File: config.mk
export PLATFORM = sky130hd
export DESIGN_NAME = arcade_inputs_top
export DESIGN_NICKNAME = d
export VERILOG_FILES = /design/src/design/game_pkg.sv /design/src/design/ctrl_pkg.sv /design/src/design/arcade_inputs_top.sv /design/src/design/input_port_mapper.sv /design/src/design/dl_config_regs.sv /design/src/design/clock_enables.sv
export SDC_FILE = /design/constraint.sdc
export NUM_CORES = 1
export LEC_CHECK = 0
export ABC_AREA = 1
export BUFFER_PORTS_ARGS = -buffer_cell sky130_fd_sc_hd__buf_2
export CAP_MARGIN = 10
export CORE_MARGIN = 5
export CORE_UTILIZATION = 48
export CTS_CLUSTER_DIAMETER = 80
export DETAILED_ROUTE_END_ITERATION = 12
export GPL_TIMING_DRIVEN = 0
export PLACE_DENSITY = 0.9
export SYNTH_ARGS = -nofsm -noshare
export SYNTH_HDL_FRONTEND = slang
export SYNTH_SLANG_ARGS = --single-unit
File: constraint.sdc
create_clock -name clk_sys -period 1.45 [get_ports clk_sys]
set_input_delay 0.29 -clock clk_sys [delete_from_list [all_inputs] [get_ports clk_sys]]
set_output_delay 0.29 -clock clk_sys [all_outputs]
set_load 0.02 [all_outputs]
File: src/design/game_pkg.sv
`default_nettype none

package game_pkg;

	// ==========================================================
	// Game numbers as sent on download index 1
	// ==========================================================

	typedef logic [7:0] game_t;

	localparam game_t GAME_SCRAMBLE = 8'd0;
	localparam game_t GAME_FROGGER  = 8'd2;
	localparam game_t GAME_TAZMAN   = 8'd4;
	localparam game_t GAME_CALIPSO  = 8'd8;
	localparam game_t GAME_ANTEATER = 8'd10;
	localparam game_t GAME_THEEND   = 8'd12;
	localparam game_t GAME_STRATGYX = 8'd14;
	localparam game_t GAME_TURTLES  = 8'd15;

	// ==========================================================
	// Hardware variant numbers for the board core
	// ==========================================================

	typedef logic [7:0] hwsel_t;

	// Scramble and theend run on variant 0
	localparam hwsel_t HW_FROGGER  = 8'd1;
	localparam hwsel_t HW_TAZMAN   = 8'd2;
	localparam hwsel_t HW_CALIPSO  = 8'd3;
	localparam hwsel_t HW_STRATGYX = 8'd5;
	localparam hwsel_t HW_ANTEATER = 8'd6;
	localparam hwsel_t HW_TURTLES  = 8'd11;

	// DIP byte until the host sends one, all switches open
	localparam logic [7:0] DIP_DEFAULT = 8'hFF;

endpackage

`default_nettype wire

File: src/design/ctrl_pkg.sv
`default_nettype none

package ctrl_pkg;

	// Width of one input port or DIP byte
	localparam int PORT_W = 8;

	typedef logic [PORT_W-1:0] port_t;
	typedef logic [31:0] joy_t;

	// Joystick word, direction and fire bits
	localparam int JOY_RIGHT  = 0;
	localparam int JOY_LEFT   = 1;
	localparam int JOY_DOWN   = 2;
	localparam int JOY_UP     = 3;
	localparam int JOY_FIRE_A = 4;
	localparam int JOY_FIRE_B = 5;
	localparam int JOY_FIRE_C = 6;
	localparam int JOY_FIRE_D = 7;

	// Shared buttons, taken from the merged word
	localparam int JOY_START1 = 8;
	localparam int JOY_START2 = 9;
	localparam int JOY_COIN   = 10;

	// Download stream
	localparam int DL_ADDR_W  = 25;
	localparam int DL_INDEX_W = 8;
	localparam logic [DL_INDEX_W-1:0] DL_INDEX_GAME = 8'd1;
	localparam logic [DL_INDEX_W-1:0] DL_INDEX_DIP  = 8'd254;

endpackage

`default_nettype wire
File: src/design/arcade_inputs_top.sv
`timescale 1ns/1ps
`default_nettype none

module arcade_inputs_top #(
	parameter int CE_SLOW_DIV = 14,
	parameter int NUM_DIPS    = 4
) (
	input  logic clk_sys,
	input  logic reset,
	input  logic dl_wr,
	input  logic [ctrl_pkg::DL_INDEX_W-1:0] dl_index,
	input  logic [ctrl_pkg::DL_ADDR_W-1:0] dl_addr,
	input  ctrl_pkg::port_t dl_data,
	input  ctrl_pkg::joy_t joy1,
	input  ctrl_pkg::joy_t joy2,
	output logic ce_12,
	output logic ce_6p,
	output logic ce_6n,
	output logic ce_1p79,
	output ctrl_pkg::port_t port_a,
	output ctrl_pkg::port_t port_b,
	output ctrl_pkg::port_t port_c,
	output ctrl_pkg::port_t port_d,
	output game_pkg::hwsel_t hwsel,
	output logic galaxian_video,
	output logic landscape
);

	import ctrl_pkg::*;
	import game_pkg::*;

	// Configuration from the download stream
	game_t game;
	port_t dips [NUM_DIPS];

	clock_enables #(
		.CE_SLOW_DIV(CE_SLOW_DIV)
	) u_clock_enables (
		.clk_sys (clk_sys),
		.reset   (reset),
		.ce_12   (ce_12),
		.ce_6p   (ce_6p),
		.ce_6n   (ce_6n),
		.ce_1p79 (ce_1p79)
	);

	dl_config_regs #(
		.NUM_DIPS(NUM_DIPS)
	) u_dl_config_regs (
		.clk_sys  (clk_sys),
		.reset    (reset),
		.dl_wr    (dl_wr),
		.dl_index (dl_index),
		.dl_addr  (dl_addr),
		.dl_data  (dl_data),
		.game     (game),
		.dips     (dips)
	);

	input_port_mapper #(
		.NUM_DIPS(NUM_DIPS)
	) u_input_port_mapper (
		.clk_sys        (clk_sys),
		.reset          (reset),
		.joy1           (joy1),
		.joy2           (joy2),
		.game           (game),
		.dips           (dips),
		.port_a         (port_a),
		.port_b         (port_b),
		.port_c         (port_c),
		.port_d         (port_d),
		.hwsel          (hwsel),
		.galaxian_video (galaxian_video),
		.landscape      (landscape)
	);

endmodule

`default_nettype wire

File: src/design/input_port_mapper.sv
`timescale 1ns/1ps
`default_nettype none

module input_port_mapper #(
	parameter int NUM_DIPS = 4
) (
	input  logic clk_sys,
	input  logic reset,
	input  ctrl_pkg::joy_t joy1,
	input  ctrl_pkg::joy_t joy2,
	input  game_pkg::game_t game,
	input  ctrl_pkg::port_t dips [NUM_DIPS],
	output ctrl_pkg::port_t port_a,
	output ctrl_pkg::port_t port_b,
	output ctrl_pkg::port_t port_c,
	output ctrl_pkg::port_t port_d,
	output game_pkg::hwsel_t hwsel,
	output logic galaxian_video,
	output logic landscape
);

	import ctrl_pkg::*;
	import game_pkg::*;

	if (NUM_DIPS < 4)
	begin : g_dip_check
		$error("input_port_mapper needs one DIP byte per port");
	end

	// ==========================================================
	// Merged controls, either stick drives the game
	// ==========================================================
	joy_t ctl;
	logic m_right, m_left, m_down, m_up;
	logic m_fire_a, m_fire_b, m_fire_c;
	logic m_start1, m_start2, m_coin;

	assign ctl      = joy1 | joy2;
	assign m_right  = ctl[JOY_RIGHT];
	assign m_left   = ctl[JOY_LEFT];
	assign m_down   = ctl[JOY_DOWN];
	assign m_up     = ctl[JOY_UP];
	assign m_fire_a = ctl[JOY_FIRE_A];
	assign m_fire_b = ctl[JOY_FIRE_B];
	assign m_fire_c = ctl[JOY_FIRE_C];
	assign m_start1 = ctl[JOY_START1];
	assign m_start2 = ctl[JOY_START2];
	assign m_coin   = ctl[JOY_COIN];

	// ==========================================================
	// Per-game port layout, active low
	// ==========================================================
	port_t raw_a, raw_b, raw_c;
	hwsel_t hw_next;
	logic galaxian_next;
	logic landscape_next;

	always_comb
	begin
		// Scramble wiring, used by any game not listed
		raw_a = ~{m_coin, 1'b0, m_left, m_right, m_fire_a, 1'b0, m_fire_b, m_up};
		raw_b = ~{m_start1, m_start2, m_left, m_right, m_fire_a, m_fire_b, 2'b00};
		raw_c = ~{1'b0, m_down, 1'b0, m_up, 3'b000, m_down};
		hw_next        = '0;
		galaxian_next  = 1'b0;
		landscape_next = 1'b0;

		case (game)
			GAME_FROGGER:
			begin
				hw_next = HW_FROGGER;
			end
			GAME_TAZMAN:
			begin
				hw_next = HW_TAZMAN;
				raw_a = ~{m_coin, 1'b0, m_left, m_right, m_down, m_up, m_fire_a, m_fire_b};
				raw_b = 8'hFF;
				raw_c = ~{1'b0, m_start2, 5'b00000, m_start1};
			end
			GAME_CALIPSO:
			begin
				hw_next = HW_CALIPSO;
				raw_a = ~{m_coin, 1'b0, m_left, m_right, m_down, m_up, 1'b0,
					m_start2 | m_fire_a};
				raw_b = ~{2'b00, m_left, m_right, m_down, m_up, 2'b00};
				raw_c = ~{7'b0000000, m_fire_a | m_start1};
			end
			GAME_ANTEATER:
			begin
				hw_next = HW_ANTEATER;
				raw_a = ~{m_coin, 1'b0, m_left, m_right, m_down, m_up, 1'b0, m_fire_a};
				// up and down swap places on this port
				raw_b = ~{1'b0, m_fire_a, m_left, m_right, m_up, m_down, 2'b00};
				raw_c = ~{1'b0, m_start2, 5'b00000, m_start1};
			end
			GAME_THEEND:
			begin
				galaxian_next = 1'b1;
			end
			GAME_STRATGYX:
			begin
				hw_next        = HW_STRATGYX;
				landscape_next = 1'b1;
				raw_c = ~{m_fire_c, m_down, m_fire_c, m_up, 3'b000, m_down};
			end
			GAME_TURTLES:
			begin
				hw_next = HW_TURTLES;
				raw_a = ~{m_coin, 1'b0, m_left, m_right, m_fire_a, 2'b00, m_up};
				raw_b = ~{m_start1, m_start2, m_left, m_right, m_fire_a, 3'b000};
			end
			default:
			begin
				// Scramble layout as set above
			end
		endcase
	end

	// DIP masking and output register
	always_ff @(posedge clk_sys)
	begin
		if (reset)
		begin
			port_a         <= '1;
			port_b         <= '1;
			port_c         <= '1;
			port_d         <= '1;
			hwsel          <= '0;
			galaxian_video <= 1'b0;
			landscape      <= 1'b0;
		end
		else
		begin
			port_a         <= raw_a & dips[0];
			port_b         <= raw_b & dips[1];
			port_c         <= raw_c & dips[2];
			// Port D has no controls, only its DIP byte
			port_d         <= dips[3];
			hwsel          <= hw_next;
			galaxian_video <= galaxian_next;
			landscape      <= landscape_next;
		end
	end

	// Ports stay clean once out of reset, whatever the download block holds
	a_ports_known: assert property (@(posedge clk_sys) disable iff (reset)
		!$isunknown({port_a, port_b, port_c, port_d}));

endmodule

`default_nettype wire

File: src/design/dl_config_regs.sv
`timescale 1ns/1ps
`default_nettype none

module dl_config_regs #(
	parameter int NUM_DIPS = 4
) (
	input  logic clk_sys,
	input  logic reset,
	input  logic dl_wr,
	input  logic [ctrl_pkg::DL_INDEX_W-1:0] dl_index,
	input  logic [ctrl_pkg::DL_ADDR_W-1:0] dl_addr,
	input  ctrl_pkg::port_t dl_data,
	output game_pkg::game_t game,
	output ctrl_pkg::port_t dips [NUM_DIPS]
);

	import ctrl_pkg::*;
	import game_pkg::*;

	localparam int SEL_W = (NUM_DIPS > 1) ? $clog2(NUM_DIPS) : 1;

	logic game_we;
	logic dip_we;

	// Only the DIP bytes the board reads are kept
	assign game_we = dl_wr && (dl_index == DL_INDEX_GAME);
	assign dip_we  = dl_wr && (dl_index == DL_INDEX_DIP)
		&& (dl_addr < DL_ADDR_W'(NUM_DIPS));

	// ==========================================================
	// Game select byte
	// ==========================================================
	always_ff @(posedge clk_sys)
	begin
		if (reset)
			game <= GAME_SCRAMBLE;
		else if (game_we)
			game <= dl_data;
	end

	// ==========================================================
	// DIP switch bytes, one per input port
	// ==========================================================
	always_ff @(posedge clk_sys)
	begin
		if (reset)
		begin
			for (int i = 0; i < NUM_DIPS; i++)
				dips[i] <= DIP_DEFAULT;
		end
		else if (dip_we)
			dips[dl_addr[SEL_W-1:0]] <= dl_data;
	end

	// Host must drive a clean index and address with each strobe
	a_dl_known: assert property (@(posedge clk_sys) disable iff (reset)
		dl_wr |-> !$isunknown({dl_index, dl_addr}));

endmodule

`default_nettype wire

File: src/design/clock_enables.sv
`timescale 1ns/1ps
`default_nettype none

module clock_enables #(
	parameter int CE_SLOW_DIV = 14
) (
	input  logic clk_sys,
	input  logic reset,
	output logic ce_12,
	output logic ce_6p,
	output logic ce_6n,
	output logic ce_1p79
);

	localparam int SLOW_W = $clog2(CE_SLOW_DIV + 1);

	// Fast divider, bit 0 toggles at half rate
	logic [1:0] div;
	// Slow divider counts down to zero, then reloads
	logic [SLOW_W-1:0] slow_cnt;

	always_ff @(posedge clk_sys)
	begin
		if (reset)
		begin
			div      <= '0;
			slow_cnt <= '0;
			ce_12    <= 1'b0;
			ce_6p    <= 1'b0;
			ce_6n    <= 1'b0;
			ce_1p79  <= 1'b0;
		end
		else
		begin
			div <= div + 2'd1;

			// Two 6 MHz phases sit two cycles apart
			ce_12 <= div[0];
			ce_6p <= div[0] & ~div[1];
			ce_6n <= div[0] & div[1];

			if (slow_cnt == '0)
			begin
				slow_cnt <= SLOW_W'(CE_SLOW_DIV - 1);
				ce_1p79  <= 1'b1;
			end
			else
			begin
				slow_cnt <= slow_cnt - 1'b1;
				ce_1p79  <= 1'b0;
			end
		end
	end

	// Video phase comes alone, two cycles after the CPU phase
	a_phase_excl: assert property (@(posedge clk_sys) disable iff (reset)
		ce_6n |-> (!ce_6p && $past(ce_6p, 2)));

endmodule

`default_nettype wire

==> results.yml, run 1 <==
floorplan:
  die_h_um: 98.6
  start_util_pct: 49.0
  die_x_um: 98.6
  ios: 154
  row_count: 32
  die_area_um2: 9720
  coreArea_um2: 7690
finish:
  seqCellArea_um2: 1780
  antenna_cells: 0
  final_common_cell: "nand2_1"
  multi_input_area_um2: 1880
  areaGrowthSynthToFinish_pct: 28.6
  finalNetCount: 723
  fin_cells: 719
  layout-drive-gt1-share_pct: 35.0
  postLayoutCellArea_um2: 4840
  layout_common_cells: "nand2_1, buf_2, dfxtp_1"
  nFillCells: 672
  utilization_pct: 63.0
power:
  power.density_nw_per_um2: 979
  leakagePower_nw: 2.31
  peakVddDrop_mv: 0.606
global_route:
  grt_pass1_vias: 3545
  grt_pass1_wl_um: 15600
  grt_antenna_before_repair: 0
  grt_max_degree: 16
  overflow: 0
  grt.total_usage_pct: 19.6
worst_setup_path:
  cp.arrival_ns: 1.65
  cp-end-kind: "flop"
  slowest_delay_ns: 0.40
  crit_chain: "inv_1 -> nand2_2 -> nor2_2 -> nand2_4 -> nand2_1 -> nor2_1 -> inv_1 -> o21ai_0 -> nand2_1"
  cp_max_fo: 6
  criticalPathCategory: "reg -> reg"
  cpMaxStageDelayCell: "dfxtp_2"
  cp_num_buf_inv: 2
  start_kind: "flop"
  crit_required_ns: 1.69
  critPathTopFamily: "simple AND/OR/NAND/NOR gates"
synthesis:
  ys_top_cells_by_area: "dfxtp_1, nand2_1, nor2_1"
  syn_area_um2: 3770
  synth_area_leader_cell: "dfxtp_1"
  yosysSeqAreaShare_pct: 46.8
  synth_top_area_share_pct: 46.8
  syn_inst: 487
  synth-edff-count: 0
  ys_types: 34
  synth_ff_type: "dfxtp_1"
  async_flop_share_pct: 0
  ys_ff_latch: 88
  yosysWarnings: 0
  syn_area_per_cell_um2: 7.74
route:
  drt-initial-drc-count: 169
  wire_per_inst_um: 13.3
  drt_first_pass_iters: 4
  postRouteAntennaNets: 0
  vias: 3603
  drcViolationCount: 0
  routed_wl_um: 9540
  routed_via_density: 5.01
place:
  io_buffers: 105
  hpwlAfterDp_um: 7270
  placed_area_um2: 4430
  gp_congestion: 0.917
  dp_cells: 697
sta:
  slew_headroom_pct: 64.9
  min_period_ns: 1.41
  skew_ns: 0.00800
  finalHoldWorstSlack_ns: 0.163
  fin_tns_setup_ns: 0
  maxSlewViolCount: 0
  hold_viol: 0
  max_slew.worst_pin.slew_ns: 0.526
  setup_viol: 0
  max_freq_mhz: 709
  period_share_pct: 97.3
clock_tree:
  clk-insertion-delay-late_ns: 0.36
  clock-sinks: 88
  path_clk_slew_ns: 0.09
  root_buffer: "clkbuf_8"
  ctsHtreeMaxLevel: 3
  clockBufferDepth: 2
  numCtsBuffers: 9
  cts_tree: "yes"
worst_hold_path:
  hold_path.class: "in -> reg"
run:
  cap_violations: 0
run_status:
  status: "complete, no violations"
-- power by group --
part	leakage, nW	internal [W]	total, W	switching [W]
Combinational	1.48	0.000177	0.000482	0.000305
Sequential	0.724	0.00248	0.00251	0.0000284
Clock	0.106	0.000862	0.00175	0.000887
-- metal layers --
metal / global-route usage [%] / wire length, um
met2: 32.9 / 4690
met3: 4.60 / 793
met4: 9.45 / 242
met5: 0 / 0
met1: 23.6 / 3810
-- synth_stat cells (2+ instances only) --
master / number
nor2_8: 2
o211ai_1: 2
ha_1: 3
buf_4: 5
dfxtp_1: 88
nand3b_1: 10
nand2_1: 125
nand3_1: 46
nor2_1: 64
nor3_2: 2
nand4_1: 32
or2_2: 14
nor2_2: 14
a21oi_1: 3
clkinv_1: 2
o21ai_0: 9
clkbuf_1: 8
nand3_4: 4
buf_2: 3
buf_8: 3
nor3_1: 2
inv_1: 34
-- cell families after synthesis --
logic type / count (synthesis) / share of synthesized area, %
adder cells (fa/ha/maj): 3 / 0.996
AO/OA/AOI/OAI: 17 / 2.52
flip-flops: 88 / 46.8
other: 1 / 0.0995
AND/OR/NAND/NOR: 321 / 42.2
buffers and inverters: 57 / 7.37
-- state kept, by name (all words and copies together) (netlist names), 2 cells and up --
register                    count
u_clock_enables.div             2
u_dl_config_regs.game           8
u_input_port_mapper.port_b      8
u_clock_enables.slow_cnt        4
u_input_port_mapper.port_a      8
u_input_port_mapper.hwsel       4
u_input_port_mapper.port_d      8
u_dl_config_regs.dips          32
u_input_port_mapper.port_c      8
-- worst min-delay path, delay by kind of cell --
family	cells	cell delay (ns)
buffers and inverters	1	0.07
AND/OR/NAND/NOR	3	0.12
-- cell type report --
type / count / share of cell area, %
multi-input combinational: 345 / 38.8
buffer: 20 / 2.94
timing repair buffer: 111 / 11.8
sequential: 88 / 36.7
clock buffer: 11 / 2.92
tap: 102 / 2.63
inverter: 37 / 2.87
clock inverter: 5 / 1.32
-- per-stage QoR --
stage | total power [W] | worst slack (ns)
after floorplan | 0.00284 | 0.155
after global placement | 0.00302 | -0.0928
after CTS | 0.00476 | 0.00289
after detailed placement | 0.00305 | -0.157
final | 0.00474 | 0.0393
after global routing | 0.00493 | -0.0375
-- repair_timing --
| action | in CTS | in global routing |
|---|---|---|
| hold buffers | 0 | 0 |
| resized for setup | 10 | 48 |
| pin swaps | 0 | 10 |
| endpoints found under the setup margin | 8 | 15 |
| setup buffers | 0 | 6 |
-- worst paths after layout --
check | from | to | slack, ns | cells past startpoint
worst max-delay path | u_dl_config_regs.game[1] | u_input_port_mapper.port_b[7] | 0.04 | 9
worst min-delay path | joy1[10] | u_input_port_mapper.port_a[7] | 0.16 | 4
worst max register to register | u_dl_config_regs.game[1] | u_input_port_mapper.port_b[7] | 0.04 | 9
worst min register to register | u_clock_enables.slow_cnt[0] | u_clock_enables.slow_cnt[0] | 0.44 | 1
Note: power is estimated with default switching activity, not from simulation.
==> inputs of run 2 (changes only) <==
--- a/config.mk
+++ b/config.mk
@@ -14,6 +14,7 @@
 export DETAILED_ROUTE_END_ITERATION = 12
 export GPL_TIMING_DRIVEN = 0
 export PLACE_DENSITY = 0.9
+export RECOVER_POWER = 100
 export SYNTH_ARGS = -nofsm -noshare
 export SYNTH_HDL_FRONTEND = slang
 export SYNTH_SLANG_ARGS = --single-unit
==> run 2 against run 1 <==
Net effect: final area about the same; utilization about the same; clock power about the same; non-clock buffer count unchanged; combinational power about the same; critical endpoint unchanged.
==> results.yml, run 2 (synthesis results as in run 1) <==
run_status:
  status: "complete, no violations"
worst_setup_path:
  cpMaxStageDelayCell: "dfxtp_2"
  start_kind: "flop"
  crit_chain: "inv_1 -> nand2_2 -> nor2_2 -> nand2_4 -> nand2_1 -> nor2_1 -> inv_1 -> o21ai_0 -> nand2_1"
  cp_max_fo: 6
  crit_required_ns: 1.69
  critPathTopFamily: "simple AND/OR/NAND/NOR gates"
  cp_num_buf_inv: 2
  cp.arrival_ns: 1.65
  cp-end-kind: "flop"
  criticalPathCategory: "reg -> reg"
  slowest_delay_ns: 0.40
sta:
  min_period_ns: 1.41
  max_freq_mhz: 709
  maxSlewViolCount: 0
  max_slew.worst_pin.slew_ns: 0.526
  hold_viol: 0
  setup_viol: 0
  slew_headroom_pct: 64.9
  finalHoldWorstSlack_ns: 0.163
  period_share_pct: 97.3
  fin_tns_setup_ns: 0
  skew_ns: 0.00800
finish:
  finalNetCount: 723
  largest_reg_flops: 32
  seqCellArea_um2: 1780
  nFillCells: 673
  multi_input_area_um2: 1880
  top_register: "u_dl_config_regs.dips"
  final_common_cell: "nand2_1"
  layout_common_cells: "nand2_1, buf_2, dfxtp_1"
  antenna_cells: 0
  layout-drive-gt1-share_pct: 34.8
  areaGrowthSynthToFinish_pct: 28.6
floorplan:
  start_util_pct: 49.0
  ios: 154
  row_count: 32
  die_h_um: 98.6
  die_x_um: 98.6
  coreArea_um2: 7690
  die_area_um2: 9720
route:
  wire_per_inst_um: 13.3
  drt-initial-drc-count: 169
  routed_wl_um: 9540
  drcViolationCount: 0
  routed_via_density: 5.01
  drt_first_pass_iters: 4
  vias: 3603
  postRouteAntennaNets: 0
global_route:
  overflow: 0
  grt_pass1_wl_um: 15600
  grt_max_degree: 16
  grt_antenna_before_repair: 0
  grt.total_usage_pct: 19.6
  grt_pass1_vias: 3545
clock_tree:
  cts_tree: "yes"
  ctsHtreeMaxLevel: 3
  clockBufferDepth: 2
  root_buffer: "clkbuf_8"
  clk-insertion-delay-late_ns: 0.36
  numCtsBuffers: 9
  clock-sinks: 88
  path_clk_slew_ns: 0.09
power:
  p_total_w: 0.00474
  power.density_nw_per_um2: 979
  peakVddDrop_mv: 0.606
  leakagePower_nw: 2.31
place:
  io_buffers: 105
  gp_congestion: 0.917
  hpwlAfterDp_um: 7270
run:
  cap_violations: 0
worst_hold_path:
  hold_path.class: "in -> reg"
==> run 2: power breakdown <==
group | switching [W] | internal, W
Sequential | 0.0000284 | 0.00248
Combinational | 0.000305 | 0.000176
Clock | 0.000887 | 0.000862
==> run 2: path summary, 6_finish.rpt <==
kind / end / depth (start not counted) / slack, ns / from
setup reg to reg: u_input_port_mapper.port_b[7] / 9 / 0.04 / u_dl_config_regs.game[1]
hold / removal: u_input_port_mapper.port_a[7] / 4 / 0.16 / joy1[10]
setup / recovery: u_input_port_mapper.port_b[7] / 9 / 0.04 / u_dl_config_regs.game[1]
hold reg to reg: u_clock_enables.slow_cnt[0] / 1 / 0.44 / u_clock_enables.slow_cnt[0]
==> run 2: layout make-up <==
cell class                      instances  area share, %
Tap cell                              102           2.63
Clock inverter                          5           1.32
Buffer                                 20           2.94
Sequential cell                        88           36.7
Clock buffer                           11           2.92
Timing Repair Buffer                  111           11.8
Multi-Input combinational cell        345           38.8
Inverter                               37           2.87
==> run 2: timing repair <==
action / 4_1_cts / 5_1_grt
hold buffers: 0 / 0
buffers inserted: 0 / 6
endpoints found under the setup margin: 8 / 15
pin swaps: 0 / 10
resized for setup: 10 / 48
==> run 2: routing by layer <==
metal | part of all wire (%) | up-vias | track usage, %
met5 | 0 | - | 0
met4 | 2.5 | 0 | 9.45
met3 | 8.3 | 18 | 4.60
met2 | 49 | 134 | 32.9
met1 | 40 | 1634 | 23.6
li1 | - | 1817 | -
==> run 2: metrics by stage <==
stage,setup slack [ns],cell area (um^2),instances,util [%]
after CTS,0.00289,4670,713,60.7
after detailed placement,-0.157,4430,697,57.6
after global routing,-0.0375,4840,719,63.0
after floorplan,0.155,3780,490,-
after global placement,-0.0928,4430,697,57.6
final,0.0393,4840,719,63.0
==> run 2: tightest hold or removal path, stage by stage <==
cell,delay [ns]
buf_2,0.07
nor2_1,0.03
nand2_1,0.05
nand2_1,0.04
